`config.mk`:
```
export PLATFORM = sky130hd
export DESIGN_NAME = gearbox_link
export DESIGN_NICKNAME = d
export VERILOG_FILES = /design/src/gearbox_pkg.sv /design/src/gearbox_link.sv /design/src/rx_block_sync.sv /design/src/rx_gearbox.sv /design/src/tx_gearbox.sv /design/src/tx_seq_gen.sv
export VERILOG_INCLUDE_DIRS = /design/src
export SDC_FILE = /design/constraint.sdc
export NUM_CORES = 1
export LEC_CHECK = 0
export ABC_AREA = 1
export BUFFER_PORTS_ARGS = -buffer_cell sky130_fd_sc_hd__buf_2
export CAP_MARGIN = 15
export CORE_UTILIZATION = 35
export CTS_CLUSTER_DIAMETER = 100
export DETAILED_ROUTE_END_ITERATION = 8
export HOLD_SLACK_MARGIN = 0.02
export SYNTH_ARGS = -nofsm -noshare
export SYNTH_HDL_FRONTEND = slang
export SYNTH_SLANG_ARGS = --single-unit
```
`constraint.sdc`:
```
create_clock -name i_clk -period 5 [get_ports i_clk]
set_input_delay 0 -clock i_clk [delete_from_list [all_inputs] [get_ports i_clk]]
set_output_delay 0 -clock i_clk [all_outputs]
set_load 0.02 [all_outputs]
```
`src/gearbox_params.svh`:
```
`ifndef GEARBOX_PARAMS_SVH
`define GEARBOX_PARAMS_SVH

// Transceiver word width, also the width of one data half of a block
`define GB_DATA_WIDTH 32
`define GB_HEADER_WIDTH 2 // Sync header, 01 or 10 when valid

// The gearbox sequence runs 0..GB_SEQ_MAX, so 33 words carry 16 blocks
`define GB_SEQ_MAX 32
`define GB_SEQ_WIDTH 6

// Consecutive good headers needed before lock is declared
`define GB_LOCK_COUNT 32
// Bad headers within one 64 header window that drop lock
`define GB_BAD_LIMIT 8
// Headers let pass after a slip before judging resumes
`define GB_SLIP_WAIT 4

`endif

```
`src/gearbox_pkg.sv`:
```
`default_nettype none

`include "gearbox_params.svh"

package gearbox_pkg;

    typedef logic [`GB_DATA_WIDTH-1:0] gb_word_t;
    typedef logic [`GB_HEADER_WIDTH-1:0] gb_header_t; // 01 data, 10 control
    typedef logic [`GB_SEQ_WIDTH-1:0] gb_seq_t;

    // One half of a 66-bit block as offered by the transmit source
    typedef struct packed {
        gb_header_t header; // Only looked at when first is set
        gb_word_t   data;
        logic       first;  // Set on the half that follows the sync header
    } tx_block_t;

    // One unpacked half from the receive gearbox
    typedef struct packed {
        gb_header_t header;
        logic       header_valid;
        gb_word_t   data;
        logic       data_valid;
    } rx_block_t;

    typedef enum logic [1:0] {
        HUNT,
        SLIP_WAIT,
        LOCKED
    } sync_state_t;

endpackage

`default_nettype wire

```
`src/gearbox_link.sv`:
```
`timescale 1ns/1ns
`default_nettype none

module gearbox_link (
    input  wire                         i_clk,
    input  wire                         i_reset,
    input  wire gearbox_pkg::tx_block_t i_tx_block,
    input  wire gearbox_pkg::gb_word_t  i_rx_data,
    output logic                        o_tx_pause,
    output gearbox_pkg::gb_word_t       o_tx_data,
    output gearbox_pkg::rx_block_t      o_rx_block,
    output logic                        o_rx_lock
);

    import gearbox_pkg::*;

    gb_seq_t tx_seq;
    logic    rx_slip;

    // Transmit side, the pause doubles as the source stall
    tx_seq_gen u_tx_seq_gen (
        .i_clk   (i_clk),
        .i_reset (i_reset),
        .o_seq   (tx_seq),
        .o_pause (o_tx_pause)
    );

    tx_gearbox u_tx_gearbox (
        .i_clk   (i_clk),
        .i_reset (i_reset),
        .i_block (i_tx_block),
        .i_seq   (tx_seq),
        .i_pause (o_tx_pause),
        .o_data  (o_tx_data)
    );

    // Receive side runs on its own sequence, steered only by slips
    rx_gearbox u_rx_gearbox (
        .i_clk   (i_clk),
        .i_reset (i_reset),
        .i_data  (i_rx_data),
        .i_slip  (rx_slip),
        .o_block (o_rx_block)
    );

    rx_block_sync u_rx_block_sync (
        .i_clk   (i_clk),
        .i_reset (i_reset),
        .i_block (o_rx_block),
        .o_slip  (rx_slip),
        .o_lock  (o_rx_lock)
    );

endmodule

`default_nettype wire

```
`src/rx_block_sync.sv`:
```
`timescale 1ns/1ns
`default_nettype none

`include "gearbox_params.svh"

module rx_block_sync (
    input  wire                         i_clk,
    input  wire                         i_reset,
    input  wire gearbox_pkg::rx_block_t i_block,
    output logic                        o_slip,
    output logic                        o_lock
);

    import gearbox_pkg::*;

    localparam int LOCK_WINDOW = 64; // Headers per bad-count window while locked

    sync_state_t                          state;
    logic                                 hdr_seen;
    logic                                 hdr_good;
    logic [6:0]                           good_cnt; // Also counts the window in LOCKED
    logic [$clog2(`GB_BAD_LIMIT+1)-1:0]   bad_cnt;
    logic [$clog2(`GB_SLIP_WAIT+1)-1:0]   wait_cnt;

    assign hdr_seen = i_block.header_valid;
    assign hdr_good = ^i_block.header; // Only 01 and 10 are legal

    // Slip goes out in the same cycle as the offending header
    assign o_slip = (state == HUNT) && hdr_seen && !hdr_good;
    assign o_lock = (state == LOCKED);

    always_ff @(posedge i_clk) begin
        if (i_reset) begin
            state <= HUNT;
            good_cnt <= '0;
            bad_cnt <= '0;
            wait_cnt <= '0;
        end else if (hdr_seen) begin
            case (state)
                HUNT: begin
                    if (!hdr_good) begin
                        state <= SLIP_WAIT;
                        good_cnt <= '0;
                        wait_cnt <= '0;
                    end else if (good_cnt == `GB_LOCK_COUNT - 1) begin
                        state <= LOCKED;
                        good_cnt <= '0;
                        bad_cnt <= '0;
                    end else begin
                        good_cnt <= good_cnt + 1'b1;
                    end
                end
                SLIP_WAIT: begin
                    // Headers still in flight from the old alignment are ignored
                    if (wait_cnt == `GB_SLIP_WAIT - 1) begin
                        state <= HUNT;
                        wait_cnt <= '0;
                    end else begin
                        wait_cnt <= wait_cnt + 1'b1;
                    end
                end
                LOCKED: begin
                    if (!hdr_good && bad_cnt == `GB_BAD_LIMIT - 1) begin
                        state <= HUNT;
                        good_cnt <= '0;
                        bad_cnt <= '0;
                    end else if (good_cnt == LOCK_WINDOW - 1) begin
                        good_cnt <= '0; // New window, bad count starts over
                        bad_cnt <= '0;
                    end else begin
                        good_cnt <= good_cnt + 1'b1;
                        if (!hdr_good) begin
                            bad_cnt <= bad_cnt + 1'b1;
                        end
                    end
                end
                default: state <= HUNT;
            endcase
        end
    end

    // The receive gearbox only offers a header together with the first data half
    a_hdr_with_data: assert property (@(posedge i_clk) disable iff (i_reset)
        i_block.header_valid |-> i_block.data_valid);

endmodule

`default_nettype wire

```
`src/rx_gearbox.sv`:
```
`timescale 1ns/1ns
`default_nettype none

`include "gearbox_params.svh"

module rx_gearbox (
    input  wire                         i_clk,
    input  wire                         i_reset,
    input  wire gearbox_pkg::gb_word_t  i_data,
    input  wire                         i_slip,
    output gearbox_pkg::rx_block_t      o_block
);

    import gearbox_pkg::*;

    localparam int RING_BITS = 2 * `GB_DATA_WIDTH + `GB_HEADER_WIDTH;
    localparam int SEQ_STEPS = `GB_SEQ_MAX + 1;

    gb_seq_t              seq;
    logic                 half_slip;
    logic [6:0]           load_tbl [SEQ_STEPS];
    logic [6:0]           load_pos;
    logic [RING_BITS-1:0] ring;
    logic [RING_BITS-1:0] next_ring;
    logic [RING_BITS:0]   win;
    logic [6:0]           data_base;
    gb_header_t           hdr_sel;
    gb_word_t             data_sel;
    gb_header_t           out_header;
    gb_word_t             out_data;
    logic                 out_hvalid;
    logic                 out_dvalid;

    // Word k of a period starts at ring bit 32*(k+1) mod 66, wrapping past the top
    function automatic logic [6:0] seq_load_pos(input int s);
        if (s == `GB_SEQ_MAX) begin
            return 7'd0;
        end else if (s % 2 == 0) begin
            return 7'(`GB_DATA_WIDTH - s);
        end else begin
            return 7'(RING_BITS - 1 - s);
        end
    endfunction

    for (genvar g = 0; g < SEQ_STEPS; g++) begin : g_load_tbl
        assign load_tbl[g] = seq_load_pos(g);
    end

    assign load_pos = load_tbl[seq];

    // The ring holds one 66-bit block image, each word overwrites its 32 bits in place
    always_comb begin
        int d;
        next_ring = ring;
        for (int i = 0; i < RING_BITS; i++) begin
            d = i - int'(load_pos);
            if (d < 0) begin
                d = d + RING_BITS;
            end
            if (d < `GB_DATA_WIDTH) begin
                next_ring[i] = i_data[d];
            end
        end
    end

    // The extra bit at the bottom repeats ring bit 65 so a half slip can start
    // the block one bit earlier, the header then spans the wrap point
    assign win = {next_ring, next_ring[RING_BITS-1]};

    assign data_base = (seq[0] ? 7'(`GB_HEADER_WIDTH + `GB_DATA_WIDTH) : 7'(`GB_HEADER_WIDTH))
                       + (half_slip ? 7'd0 : 7'd1);
    assign hdr_sel = half_slip ? win[0 +: `GB_HEADER_WIDTH] : win[1 +: `GB_HEADER_WIDTH];
    assign data_sel = win[data_base +: `GB_DATA_WIDTH];

    always_ff @(posedge i_clk) begin
        if (i_reset) begin
            seq <= '0;
            half_slip <= 1'b0;
            out_hvalid <= 1'b0;
            out_dvalid <= 1'b0;
        end else begin
            if (i_slip) begin
                half_slip <= !half_slip;
            end

            // Every second slip repeats a sequence value, moving the frame by 32 bits
            if (!(i_slip && half_slip)) begin
                seq <= (seq == `GB_SEQ_MAX) ? '0 : seq + 1'b1;
            end

            out_dvalid <= (seq != `GB_SEQ_MAX); // The last word only tops up the ring
            out_hvalid <= !seq[0] && (seq != `GB_SEQ_MAX);
        end
    end

    always_ff @(posedge i_clk) begin
        ring <= next_ring;
        out_header <= hdr_sel;
        out_data <= data_sel;
    end

    assign o_block = '{
        header:       out_header,
        header_valid: out_hvalid,
        data:         out_data,
        data_valid:   out_dvalid
    };

endmodule

`default_nettype wire

```
`src/tx_gearbox.sv`:
```
`timescale 1ns/1ns
`default_nettype none

`include "gearbox_params.svh"

module tx_gearbox (
    input  wire                         i_clk,
    input  wire                         i_reset,
    input  wire gearbox_pkg::tx_block_t i_block,
    input  wire gearbox_pkg::gb_seq_t   i_seq,
    input  wire                         i_pause,
    output gearbox_pkg::gb_word_t       o_data
);

    localparam int BUF_BITS = 2 * `GB_DATA_WIDTH + `GB_HEADER_WIDTH;

    logic [BUF_BITS-1:0] obuf;
    logic [BUF_BITS-1:0] next_obuf;
    logic                load_header;
    logic [6:0]          hdr_idx;
    logic [6:0]          data_idx;

    // Even sequence values carry header plus first half, odd ones the second half
    assign load_header = !i_seq[0];

    // After the shift the buffer holds seq bits on even values and seq+1 on odd ones,
    // so new bits land right above what is still waiting to go out
    assign hdr_idx = {1'b0, i_seq};
    assign data_idx = load_header ? hdr_idx + 7'd2 : hdr_idx + 7'd1;

    always_comb begin
        next_obuf = obuf >> `GB_DATA_WIDTH; // Low word leaves every cycle
        if (!i_pause) begin
            if (load_header) begin
                next_obuf[hdr_idx +: `GB_HEADER_WIDTH] = i_block.header;
            end
            next_obuf[data_idx +: `GB_DATA_WIDTH] = i_block.data;
        end
    end

    always_ff @(posedge i_clk) begin
        if (i_reset) begin
            obuf <= '0;
        end else begin
            obuf <= next_obuf;
        end
    end

    // Bits are sent LSB first, header bit 0 leads the block on the line
    assign o_data = obuf[`GB_DATA_WIDTH-1:0];

    // The source must keep its half order in step with the sequence generator
    a_first_parity: assert property (@(posedge i_clk) disable iff (i_reset)
        !i_pause |-> (i_block.first == !i_seq[0]));

endmodule

`default_nettype wire

```
`src/tx_seq_gen.sv`:
```
`timescale 1ns/1ns
`default_nettype none

`include "gearbox_params.svh"

module tx_seq_gen (
    input  wire                     i_clk,
    input  wire                     i_reset,
    output gearbox_pkg::gb_seq_t    o_seq,
    output logic                    o_pause
);

    // Same pacing as the GTY TX gearbox, one stall in every 33 words
    always_ff @(posedge i_clk) begin
        if (i_reset) begin
            o_seq <= '0;
        end else if (o_seq == `GB_SEQ_MAX) begin
            o_seq <= '0;
        end else begin
            o_seq <= o_seq + 1'b1;
        end
    end

    // On the last value the buffer already holds a full word, so the source waits
    assign o_pause = (o_seq == `GB_SEQ_MAX);

    // The source is never held for two words running, so a stall costs exactly one cycle
    a_pause_single: assert property (@(posedge i_clk) disable iff (i_reset)
        o_pause |=> !o_pause);

endmodule

`default_nettype wire
```
==> flow_metrics.tcl <==
set metrics [dict create \
    final_util_pct 38.1 \
    synthArstFlopShare_pct 0 \
    crit_fanout 21 \
    grt_pass1_vias 32638 \
    skew_ns 0.0218 \
    synth_fp_nets 5257 \
    track_usage_pct 32.8 \
    start_kind "flip-flop" \
    r2r_slack_ns 0.35 \
    dp_hpwl_mm 97.6 \
    die_x_um 285 \
    cts_resized 0 \
    numPortBuffers 137 \
    cts.clk_slew.worst_paths_ns 0.08 \
    dieArea_mm2 0.0815 \
    antenna_cells 0 \
    power.density_mw_per_mm2 782 \
    register_area_mm2 0.00395 \
    rsz0062_at_grt "false" \
    start_util_pct 35.5 \
    cts_buffers 17 \
    vias_per_cell 5.99 \
    ys_ff_latch 197 \
    cts.path.max_buffers 2 \
    max_freq_mhz 215 \
    wl_per_cell_um 22.6 \
    slew_viol_final 0 \
    final-hold-violation-count 0 \
    grt_max_degree 68 \
    grt_first_pass_wirelength_mm 205 \
    ant_nets 0 \
    cts_htree_levels 4 \
    synth_area_per_cell_um2 5.47 \
    critPathCaptureType "flip-flop" \
    relSlewSlack_pct 17.7 \
    synth_enable_flop_cells 0 \
    drtIter0Drc 5017 \
    cap_violations 0 \
    vias 36804 \
    routed_wl_mm 139 \
    leakage_nw 14.0 \
    drc 0 \
    antenna_found_initial 2 \
    period_share_pct 93.1 \
    dr.pass1.iters 7 \
    core_mm2 0.0793 \
    cts_root_buf "clkbuf_16" \
    netlist_area_mm2 0.0281 \
    cts_tree "yes" \
    vdd_drop_max_v 0.000365 \
    final.min_clock_period_ns 4.65 \
    nets 5196 \
    ys_types 68 \
    critPathKind "reg -> reg" \
    power.total_mw 23.6 \
    setup_tns_ns 0 \
    outcome "complete, no violations" \
    yosysSeqAreaShare_pct 14.0 \
    yosysWarnings 0 \
    worstPathRequired_ns 5.39 \
    multi_input_area_mm2 0.0209 \
    cp.arrival_ns 5.05 \
    io_pins 139 \
    grt-ovfl-total 0 \
    nFillCells 8929 \
    hold_path_class "in -> reg" \
    syn_inst 5144 \
    synthToLayoutAreaGrowth_pct 7.29 \
    synth-main-ff-cell "dfxtp_1" \
    gp_congestion 1.05 \
    worst_slew_pin_slew_ns 1.23 \
    fp.dieH_um 285 \
    setup_viol 0 \
    clk_latency_ns 0.46 \
    cts.sinks 197 \
    drive_above_1_share_pct 9.46 \
    num_rows 103 \
]
[Yosys cell counts (25+ instances only)]
cell type / n / area (um^2)
nand4_1: 25 / 156
o211ai_1: 343 / 2570
buf_1: 33 / 124
buf_4: 55 / 413
clkbuf_1: 172 / 646
buf_2: 92 / 460
o21ai_2: 25 / 219
a21oi_1: 221 / 1110
clkinv_1: 25 / 93.8
nor2_1: 251 / 942
inv_1: 364 / 1370
inv_2: 45 / 169
ha_1: 44 / 551
dfxtp_1: 197 / 3940
nand3_1: 949 / 4750
o21ai_1: 70 / 350
xor2_1: 60 / 526
o21ai_0: 347 / 1740
nand2_1: 1555 / 5840
nor3_1: 26 / 130
[power by group]
group          leakage (nW)  total (mW)  internal, mW  switching [mW]
Sequential             1.64        2.49          2.26           0.236
Combinational          12.0        19.6          5.70            13.9
Clock                 0.296        1.47         0.721           0.754
Total                  14.0        23.6          8.68            14.9
[path summary, 6_finish.rpt]
path	depth (start not counted)	from	endpoint
max	23	u_rx_gearbox.seq[1]	u_rx_gearbox.out_data[8]
min	5	i_tx_block[32]	u_tx_gearbox.obuf[31]
max reg2reg	23	u_rx_gearbox.seq[1]	u_rx_gearbox.out_data[8]
min reg2reg	2	u_rx_block_sync.wait_cnt[2]	u_rx_block_sync.wait_cnt[2]
[layout by cell type, fill, tap and decap left out, drive strengths merged, types with 66 or more instances in the layout]
| cell type | instances |
|---|---|
| nand2 | 1583 |
| nand3 | 954 |
| o21ai | 442 |
| inv | 414 |
| o211ai | 343 |
| buf | 274 |
| nor2 | 270 |
| a21oi | 235 |
| dfxtp | 197 |
| xor2 | 66 |
[timing repair]
item                                    CTS  global route
endpoints found under the hold margin     9             0
hold buffers                              3             0
setup buffers                             0             0
endpoints found under the setup margin    0             0
[per-layer routing]
layer / GRT usage, % / share of wire [%]
met5: 0 / 0.019
met2: 49.7 / 42
met1: 40.3 / 38
met4: 26.8 / 9.4
met3: 6.51 / 11
[cell type report]
| cell class | count | share of cell area (%) |
|---|---|---|
| clock buffer | 17 | 1.41 |
| clock inverter | 14 | 0.618 |
| inverter | 435 | 5.42 |
| multi-input combinational | 4154 | 69.2 |
| sequential | 197 | 13.1 |
| tap | 1050 | 4.35 |
| timing repair buffer | 278 | 5.90 |
[sequential cells by signal, summed over array words and instances (netlist names), 3 cells and up]
register,cells
u_rx_block_sync.bad_cnt,4
u_rx_block_sync.good_cnt,7
u_rx_block_sync.wait_cnt,3
u_rx_gearbox.out_data,32
u_rx_gearbox.ring,66
u_rx_gearbox.seq,6
u_tx_gearbox.obuf,66
u_tx_seq_gen.o_seq,6
[metrics by stage]
| step | cells | hold WS, ns | cell area, um^2 | setup WS (ns) |
|---|---|---|---|---|
| global placement | 6107 | 0.330 | 29500 | 0.640 |
| floorplan | 5144 | 0.167 | 28100 | 1.25 |
| detailed placement | 6107 | 0.327 | 29500 | 0.549 |
| CTS | 6141 | 0.0310 | 30100 | 0.533 |
| global route | 6145 | 0.0784 | 30200 | 0.0619 |
| finish | 6145 | 0.0665 | 30200 | 0.347 |
[cells by family after synthesis]
group | Yosys count | synth area share [%]
xor+xnor | 84 | 2.98
compound gates | 1105 | 24.0
flops | 197 | 14.0
mux | 1 | 0.0400
simple gates | 2920 | 45.1
buf+inv | 793 | 12.0
fa+ha+maj | 44 | 1.96
[critical path: stages (launching register included)]
cell and delay (ns):
dfxtp_1 0.45, inv_1 0.14, ha_1 0.26, nor2_1 0.20
nor2_4 0.10, nand2_2 0.17, ha_1 0.46, buf_4 0.23
inv_2 0.05, nand2_1 0.13, nand2_1 0.47, xor2_1 0.30
buf_4 0.24, a21oi_1 0.12, o21ai_0 0.11, nand2_1 0.09
nand2_1 0.04, o21ai_0 0.12, nand2_1 0.08, nand2_1 0.29
nand3_1 0.18, nand3_1 0.15, nand3_1 0.09, nand2_1 0.08
(Power assumes the default switching activity.)
